File: src/exec_pkg.sv
package exec_pkg;

    // ======================================================================
    // Widths
    // ======================================================================

    // Integer ALU word
    localparam int word_w      = 16;
    // Register file index
    localparam int reg_idx_w   = 4;
    // Program and data memory addressing
    localparam int pmem_addr_w = 12;
    localparam int dmem_addr_w = 12;
    localparam int pc_w        = 12;
    // Position of the current slot inside a multi-cycle instruction
    localparam int cycle_w     = 3;

    // Byte step to the next instruction
    localparam int pc_increment = 2;

    // ======================================================================
    // Control groups
    // ======================================================================

    // ALU operation flags, listed from highest to lowest priority
    typedef struct packed {
        logic add;
        logic mul;
        logic sll;
        logic srl;
        logic sra;
        logic and_op;
        logic or_op;
        logic xor_op;
        logic pass_src2;
        logic neg_src2;
    } alu_ctrl_t;

    // Jump and conditional branch requests
    typedef struct packed {
        logic jump;
        logic branch_eq0;
        logic branch_gt0;
        logic branch_lt0;
    } branch_ctrl_t;

    // Memory and writeback requests
    typedef struct packed {
        logic load;
        logic store;
        logic write_reg;
        logic incr_pc_is_res;
    } mem_ctrl_t;

    // ======================================================================
    // Stage bundles
    // ======================================================================

    // Operation as presented by decode
    typedef struct packed {
        alu_ctrl_t              alu;
        branch_ctrl_t           branch;
        mem_ctrl_t              mem;
        logic [cycle_w-1:0]     cycle_in_instr;
        logic [pc_w-1:0]        pc;
        logic [reg_idx_w-1:0]   res_reg_idx;
        logic [word_w-1:0]      src1;
        logic [word_w-1:0]      src2;
        logic [word_w-1:0]      src3;
    } ex_in_t;

    // Redirect and flush requests toward fetch
    typedef struct packed {
        logic                   flush_if;
        logic                   flush_dc_ex;
        logic                   set_pc;
        logic [pmem_addr_w-1:0] branch_pc;
    } fetch_ctrl_t;

    // Hand-off to the memory stage
    typedef struct packed {
        logic                   load;
        logic                   store;
        logic                   write_reg;
        logic [reg_idx_w-1:0]   res_reg_idx;
        logic [pc_w-1:0]        pc;
        logic [word_w-1:0]      res;
        logic [dmem_addr_w-1:0] dmem_rd_addr;
        logic [dmem_addr_w-1:0] dmem_wr_addr;
        logic [word_w-1:0]      dmem_wr_word;
    } ex_mem_t;

endpackage

File: src/branch_unit.sv
module branch_unit import exec_pkg::*; (
    input  logic              clock,
    input  logic              reset,
    input  ex_in_t            held,
    input  logic [word_w-1:0] alu_res,
    output fetch_ctrl_t       fetch
);

    // ======================================================================
    // Previous result
    // ======================================================================

    logic [word_w-1:0] prev_res;
    logic              cond_now;
    logic              cond_prev;
    logic              first_cycle;
    logic              second_cycle;

    // Second branch cycle tests the value computed in the first one
    always_ff @(posedge clock or posedge reset) begin
        if (reset) begin
            prev_res <= '0;
        end else begin
            prev_res <= alu_res;
        end
    end

    // ======================================================================
    // Condition evaluation
    // ======================================================================

    function automatic logic branch_taken(input branch_ctrl_t   b,
                                          input logic [word_w-1:0] v);
        logic is_zero;
        logic is_neg;
        is_zero = (v == '0);
        is_neg  = v[word_w-1];
        return (b.branch_eq0 && is_zero) ||
               (b.branch_gt0 && !is_neg && !is_zero) ||
               (b.branch_lt0 && is_neg);
    endfunction

    assign first_cycle  = (held.cycle_in_instr == cycle_w'(0));
    assign second_cycle = (held.cycle_in_instr == cycle_w'(1));

    assign cond_now  = branch_taken(held.branch, alu_res);
    assign cond_prev = branch_taken(held.branch, prev_res);

    // ======================================================================
    // Fetch control
    // ======================================================================

    always_comb begin
        fetch = '0;
        if (held.branch.jump) begin
            // Target address comes straight out of the ALU
            fetch.flush_if    = 1'b1;
            fetch.flush_dc_ex = 1'b1;
            fetch.set_pc      = 1'b1;
            fetch.branch_pc   = alu_res[pmem_addr_w-1:0];
        end else if (first_cycle && cond_now) begin
            // Stop fetching past the branch, the target is not known yet
            fetch.flush_if = 1'b1;
        end else if (second_cycle && cond_prev) begin
            // Redirect now that the target has been computed
            fetch.flush_if    = 1'b1;
            fetch.flush_dc_ex = 1'b1;
            fetch.set_pc      = 1'b1;
            fetch.branch_pc   = alu_res[pmem_addr_w-1:0];
        end
    end

endmodule

File: src/ex_input_reg.sv
module ex_input_reg import exec_pkg::*; (
    input  logic   clock,
    input  logic   reset,
    input  ex_in_t in_bundle,
    input  logic   flush,
    output ex_in_t held
);

    // ======================================================================
    // Input capture
    // ======================================================================

    ex_in_t bundle_q;
    logic   flush_q;

    // New operation every edge, no stall path
    always_ff @(posedge clock or posedge reset) begin
        if (reset) begin
            bundle_q <= '0;
            flush_q  <= 1'b0;
        end else begin
            bundle_q <= in_bundle;
            flush_q  <= flush;
        end
    end

    // ======================================================================
    // Squash
    // ======================================================================

    // A flushed slot becomes an all-zero idle operation, so the ALU,
    // branch and memory paths downstream all see nothing to do
    always_comb begin
        if (flush_q) begin
            held = '0;
        end else begin
            held = bundle_q;
        end
    end

endmodule

File: src/ex_mem_forward.sv
module ex_mem_forward import exec_pkg::*; (
    input  ex_in_t            held,
    input  logic [word_w-1:0] alu_res,
    output ex_mem_t           mem_out
);

    // ======================================================================
    // Result select
    // ======================================================================

    logic [word_w-1:0] next_pc;

    // Return address for call-style operations
    assign next_pc = {{(word_w-pc_w){1'b0}}, held.pc} + word_w'(pc_increment);

    always_comb begin
        mem_out = '0;

        mem_out.load        = held.mem.load;
        mem_out.store       = held.mem.store;
        mem_out.write_reg   = held.mem.write_reg;
        mem_out.res_reg_idx = held.res_reg_idx;
        mem_out.pc          = held.pc;

        if (held.mem.incr_pc_is_res) begin
            mem_out.res = next_pc;
        end else begin
            mem_out.res = alu_res;
        end

        // ==================================================================
        // Data memory requests
        // ==================================================================

        // Address buses stay at zero unless a request is active
        if (held.mem.load) begin
            mem_out.dmem_rd_addr = alu_res[dmem_addr_w-1:0];
        end

        if (held.mem.store) begin
            mem_out.dmem_wr_addr = alu_res[dmem_addr_w-1:0];
            mem_out.dmem_wr_word = held.src3;
        end
    end

endmodule

File: src/exec_stage.sv
module exec_stage import exec_pkg::*; (
    input  logic        clock,
    input  logic        reset,
    input  ex_in_t      in_bundle,
    input  logic        flush,
    output fetch_ctrl_t fetch,
    output ex_mem_t     mem_out
);

    ex_in_t            held;
    logic [word_w-1:0] alu_res;

    // ======================================================================
    // Input register with flush squash
    // ======================================================================

    ex_input_reg u_input_reg (
        .clock     (clock),
        .reset     (reset),
        .in_bundle (in_bundle),
        .flush     (flush),
        .held      (held)
    );

    // ======================================================================
    // Integer ALU
    // ======================================================================

    int_alu u_alu (
        .held    (held),
        .alu_res (alu_res)
    );

    // ======================================================================
    // Jump and branch resolution
    // ======================================================================

    branch_unit u_branch (
        .clock   (clock),
        .reset   (reset),
        .held    (held),
        .alu_res (alu_res),
        .fetch   (fetch)
    );

    // Load, store and writeback toward the memory stage
    ex_mem_forward u_mem_fwd (
        .held    (held),
        .alu_res (alu_res),
        .mem_out (mem_out)
    );

endmodule

File: src/int_alu.sv
module int_alu import exec_pkg::*; (
    input  ex_in_t            held,
    output logic [word_w-1:0] alu_res
);

    // ======================================================================
    // Operand preparation
    // ======================================================================

    logic [word_w-1:0]   op2;
    logic [2*word_w-1:0] product;
    logic [word_w-1:0]   shl_res;
    logic [word_w-1:0]   shr_res;
    logic [word_w-1:0]   sra_res;

    // Subtraction and negative immediates go through the two's complement
    always_comb begin
        if (held.alu.neg_src2) begin
            op2 = ~held.src2 + 1'b1;
        end else begin
            op2 = held.src2;
        end
    end

    // Full-width product, only the low word is kept
    assign product = held.src1 * op2;

    // Shift amount is the whole operand; 16 or more clears the word
    assign shl_res = held.src1 << op2;
    assign shr_res = held.src1 >> op2;

    // Sign fill once the amount reaches the word width
    assign sra_res = $signed(held.src1) >>> op2;

    // ======================================================================
    // Operation select
    // ======================================================================

    // First set flag wins when decode raises more than one
    always_comb begin
        if (held.alu.add) begin
            alu_res = held.src1 + op2;
        end else if (held.alu.mul) begin
            alu_res = product[word_w-1:0];
        end else if (held.alu.sll) begin
            alu_res = shl_res;
        end else if (held.alu.srl) begin
            alu_res = shr_res;
        end else if (held.alu.sra) begin
            alu_res = sra_res;
        end else if (held.alu.and_op) begin
            alu_res = held.src1 & op2;
        end else if (held.alu.or_op) begin
            alu_res = held.src1 | op2;
        end else if (held.alu.xor_op) begin
            alu_res = held.src1 ^ op2;
        end else if (held.alu.pass_src2) begin
            alu_res = op2;
        end else begin
            // Idle slot
            alu_res = '0;
        end
    end

endmodule
File: config.mk
export PLATFORM = sky130hd
export DESIGN_NAME = exec_stage
export DESIGN_NICKNAME = d
export VERILOG_FILES = /design/src/exec_pkg.sv /design/src/branch_unit.sv /design/src/ex_input_reg.sv /design/src/ex_mem_forward.sv /design/src/exec_stage.sv /design/src/int_alu.sv
export SDC_FILE = /design/constraint.sdc
export NUM_CORES = 1
export LEC_CHECK = 0
export ABC_CLOCK_PERIOD_IN_PS = 22700
export BUFFER_PORTS_ARGS = -buffer_cell sky130_fd_sc_hd__buf_2
export CORE_MARGIN = 5
export CORE_UTILIZATION = 40
export CTS_BUF_LIST = sky130_fd_sc_hd__clkbuf_16
export DETAILED_ROUTE_END_ITERATION = 12
export GPL_TIMING_DRIVEN = 0
export PLACE_DENSITY = 0.66
export SYNTH_ARGS = -nofsm -noshare
export SYNTH_HDL_FRONTEND = slang
export SYNTH_SLANG_ARGS = --single-unit
File: constraint.sdc
create_clock -name clock -period 22.7 [get_ports clock]
set_input_delay 3.405 -clock clock [delete_from_list [all_inputs] [get_ports clock]]
set_output_delay 3.405 -clock clock [all_outputs]
set_load 0.005 [all_outputs]
# ---- Word-level counts from Yosys, hierarchy flattened
# Index checks and enable logic that the tools add are counted.
dict set report totals {
  reg_bits 102
  inputBits 88
  out_inout_bits 90
  wordCells 77
}
dict set report op_classes {
  add_sub_neg 3
  n_mul 1
  n_eq_ne 1
  n_shift 3
  muxes 18
  n_bitwise 4
  n_reduce_logical 21
}
# operator n
set ops {}
lappend ops {{16-bit two-way mux} 11}
lappend ops {{85-bit two-way mux} 1}
lappend ops {{16-bit zero test} 2}
lappend ops {{15-bit two-way mux} 2}
lappend ops {{28-bit two-way mux} 1}
lappend ops {{16-bit by 1-bit adder with 16-bit output (second input constant)} 1}
lappend ops {{16-bit adder} 1}
lappend ops {{16-bit bitwise AND} 1}
lappend ops {{16-bit by 16-bit multiplier with 16-bit output} 1}
lappend ops {{16-bit NOT} 1}
lappend ops {{16-bit bitwise OR} 1}
lappend ops {{16-bit by 16-bit << shifter with 16-bit output} 1}
lappend ops {{16-bit by 16-bit >> shifter with 16-bit output} 1}
lappend ops {{16-bit by 16-bit >>> shifter with 16-bit output} 1}
lappend ops {{16-bit XOR} 1}
lappend ops {{14-bit two-way mux} 1}
lappend ops {{12-bit by 2-bit adder with 13-bit output (second input constant)} 1}
lappend ops {{12-bit two-way mux} 1}
lappend ops {{1-bit logical AND} 10}
lappend ops {{1-bit zero test} 4}
lappend ops {{1-bit logical OR} 4}
lappend ops {{3-bit by 1-bit equality test with 1-bit output (second input constant)} 1}
lappend ops {{3-bit zero test} 1}
lappend ops {{1-bit two-way mux} 1}

# ---- Longest topological paths before layout
dict set report depth {
  word_depth 21
  depth_mapped 40
  ltp_nobuf 32
}

# ---- Hierarchy
# A second synthesis with hierarchy kept.
dict set report unflattened {
  hier_cells 1462
  hier_area_um2 12116.6
}
# module instances cells_each area_per_inst_um2 seq_area_each_um2
set modules_own_cells {}
lappend modules_own_cells {int_alu 1 1104 7863.8 0.0}
lappend modules_own_cells {ex_input_reg 1 181 2766.4 2152.1}
lappend modules_own_cells {ex_mem_forward 1 125 814.5 0.0}
lappend modules_own_cells {branch_unit 1 52 671.9 400.4}

# ---- Worst setup path after synthesis
# No wires, ideal clock.
dict set report synth_path {
  path_kind {reg2out}
  startpoint {reg u_input_reg.flush_q}
  endpoint {out fetch[14] (netlist bit)}
  arrival_time_ns 8.725
  t_required_ns 19.295
  path_slack_ns 10.570
  stages_incl_launch_ff 38
  n_path_buf 8
  cell_sequence {dfrtp_1 buf_2 clkinv_1 clkbuf_1 clkbuf_1 clkbuf_1 nand2_1 ha_1 nor2b_1 mux2i_1 inv_1 clkbuf_1 clkbuf_1 clkbuf_1 buf_1 nand2_1 fa_1 inv_1 (+2 left out) fa_1 inv_1 fa_1 fa_1 inv_1 ha_1 nand3_1 o211ai_1 nor4_1 o41a_1 mux2i_1 o21ai_0 nor3_1 a22o_1 nor3b_1 nand4_1 or4b_1 a32oi_1}
}
# item line_no
set synth_rtl {}
lappend synth_rtl {{start, declared} ex_input_reg.sv:14} ;# logic flush_q;
lappend synth_rtl {{start signal, assigned} ex_input_reg.sv:23} ;# flush_q <= flush;
lappend synth_rtl {{end, declared} exec_stage.sv:6} ;# output fetch_ctrl_t fetch,

==> results.json <==
{
  "synth_xor_area_frac": 0.0484,
  "cts-root-buf": "clkbuf_16",
  "grt_pass1_wl_um": 88300,
  "vias": 13200,
  "tightest_slew_ps": 1430,
  "timing.final.crit_share": 0.735,
  "finClkSkew_ps": 13.4,
  "irDropWorstVdd_uv": 55.2,
  "cts.sinks": 102,
  "setup_violations": 0,
  "start_kind": "flip-flop",
  "dr.first_iter.drc_count": 1589,
  "synthFlopType": "dfrtp_1",
  "power.total_w": 0.000763,
  "ys_top_cells_by_count": "nor2_1 (186), inv_1 (171), nand2_1 (161), dfrtp_1 (102)",
  "synth_most_common_cell": "nor2_1",
  "yosys.area.top_type": "dfrtp_1",
  "coreArea_sq_um": 30700,
  "fmaxAchievable_mhz": 60.0,
  "ant_nets": 0,
  "cts_setup_buffers": 0,
  "start_util": 0.405,
  "cp_max_fo": 10,
  "power_density_nw_per_um2": 53.9,
  "syn_area_per_cell_sq_um": 8.00,
  "path_buf_inv": 15,
  "dp.final_hpwl_um": 49000,
  "whs_ps": 1280,
  "cp_slowest_cell": "clkbuf_1",
  "grt.total_usage": 0.351,
  "yosys.area_share.simple": 0.227,
  "crit_top_cell": "clkbuf_1",
  "ys.warnings.count": 0,
  "synth-edff-count": 0,
  "ys_seq_area_frac": 0.205,
  "place.gp.congestion": 1.02,
  "drv_slew": 0,
  "drt-pass1-iter-count": 5,
  "cts_max_level": 3,
  "wl_per_cell_um": 28.6,
  "grt-ovfl-total": 0,
  "hold_class": "flip-flop to flip-flop",
  "end_kind": "primary output",
  "slew-limit-headroom": 0.0164,
  "finalHoldViolCount": 0,
  "synth_cells": 1553,
  "crit_family": "buffers and inverters",
  "final_nets": 1992,
  "nFillCells": 3194,
  "synthTopCellsByArea": "dfrtp_1 (21%), fa_1 (13%), ha_1 (8.2%)",
  "rsz0062_at_grt": "no",
  "rows": 64,
  "worstSetupStartpoint": "u_input_reg.flush_q",
  "antenna_found_initial": 3,
  "maxCapViolCount": 0,
  "die_w_um": 186,
  "crit_type": "flip-flop to primary output",
  "die_h_um": 186,
  "leakagePower_nw": 6.47,
  "arrival_ps": 13270,
  "clockBufferDepth": 2,
  "r2r-start": "u_input_reg.flush_q",
  "dieArea_sq_um": 34700,
  "drive_gt1_frac": 0.143,
  "fin_ws_ps": 6030,
  "numCtsBuffers": 9,
  "viasPerCell": 6.17,
  "async_flop_share": 1.00,
  "period_needed_ps": 16670,
  "min_from": "u_input_reg.bundle_q[84]",
  "slowest_delay_ps": 790,
  "timing.setup.tns_ps": 0,
  "final_core_util": 0.461,
  "grt_pass1_vias": 13000,
  "syn_area_sq_um": 12400,
  "insertion_delay_ps": 390,
  "cts_tree": "built",
  "synth_compound_gate_area_share": 0.179,
  "drc_errors": 0,
  "synth_cell_types": 87,
  "ctsHoldBuffers": 0,
  "yosys.area_share.adder": 0.213,
  "synth_fp_nets": 1803,
  "area_delta_synth_final_pct": 13.9,
  "drt-total-wl_um": 61400,
  "synth-seq-cells": 102,
  "synthMuxAreaShare": 0.0423,
  "pre_cts_slack_ps": 6910,
  "synth_top_area_share": 0.205,
  "outcome": "finished clean",
  "synth_top_family_by_area": "simple AND/OR/NAND/NOR gates",
  "port_buffers": 177,
  "io_pins": 178,
  "grt_max_degree": 74,
  "critPathRequiredTime_ps": 19300,
  "cts_resized": 0,
  "cts.clk_slew.worst_paths_ps": 90
}
worst reg2reg max path, delay by kind of cell (launching register included):
family | cells | cell delay, ps
buffers and inverters | 13 | 5070
XOR/XNOR | 1 | 350
multiplexers | 1 | 460
flip-flops | 1 | 360
AO/OA/AOI/OAI | 5 | 1990
adder cells (fa/ha/maj) | 8 | 3360
AND/OR/NAND/NOR | 6 | 770
metal layers:
| layer | GRT usage | wire length [um] | part of all wire |
|---|---|---|---|
| met1 | 0.504 | 26300 | 0.43 |
| met2 | 0.505 | 26100 | 0.43 |
| met3 | 0.0823 | 6030 | 0.098 |
| met4 | 0.154 | 2870 | 0.047 |
| met5 | 0 | 27 | 0.00044 |
flip-flops by register name (all words and copies together) (netlist names):
| name | flops |
|---|---|
| u_branch.prev_res | 16 |
| u_input_reg.bundle_q | 85 |
| u_input_reg.flush_q | 1 |
stage by stage:
stage,cells,instance area [sq um]
finish,2145,14200
global route,2143,14100
CTS,2143,14100
detailed placement,2127,13800
global placement,2126,13800
floorplan,1553,12400
cell usage in the layout (no fill, tap or decap), types with 8 or more instances in the layout:
master and n:
a221oi_1 13, and2_1 34, mux2_2 14, fa_1 81
clkbuf_16 9, buf_1 12, nand2_1 161, o21ai_0 54
o21bai_1 10, ha_1 81, clkbuf_1 73, nand2b_1 14
nor3b_1 8, nor3_1 30, a31oi_1 17, nand4_1 16
a21oi_1 73, o211ai_1 14, mux2i_1 30, inv_1 170
o31ai_1 11, buf_2 186, xor2_1 9, xnor2_1 52
nand3_1 31, nor4_1 14, or3_1 8, dfrtp_1 102
nor2_1 186, a211oi_1 20, nor2b_1 47
where the power goes:
group | internal (W) | switching (W)
Combinational | 0.000137 | 0.000259
Clock | 0.0000790 | 0.0000831
Sequential | 0.000195 | 0.0000104
cell families after synthesis:
group	count (synthesis)
buffers and inverters	273
DFF	102
and+or+nand+nor	587
muxes	47
AOI/OAI and AO/OA	317
xor gates and xnor gates	64
adders and majority gates	163
path summary, 6_finish.rpt:
kind                                            end  slack [ps]  cells past startpoint
max in group asynchronous     u_branch.prev_res[14]       18990                      3
setup reg to reg              u_branch.prev_res[15]       10200                     34
min in group asynchronous  u_input_reg.bundle_q[25]        2990                      2
hold / removal                u_branch.prev_res[11]        1280                      4
setup / recovery                          fetch[14]        6030                     38
hold reg to reg               u_branch.prev_res[11]        1280                      4
area by class of cell:
class / count / area, sq um / area share
Timing Repair Buffer: 178 / 913 / 0.0645
Antenna cell: 2 / 5.00 / 0.000354
Clock buffer: 9 / 225 / 0.0159
Clock inverter: 7 / 85.1 / 0.00601
Sequential cell: 102 / 2550 / 0.180
Tap cell: 396 / 495 / 0.0350
Multi-Input combinational cell: 1178 / 8820 / 0.623
Inverter: 176 / 663 / 0.0469
Buffer: 97 / 394 / 0.0278
No activity file was read; power rests on OpenSTA's default activity.
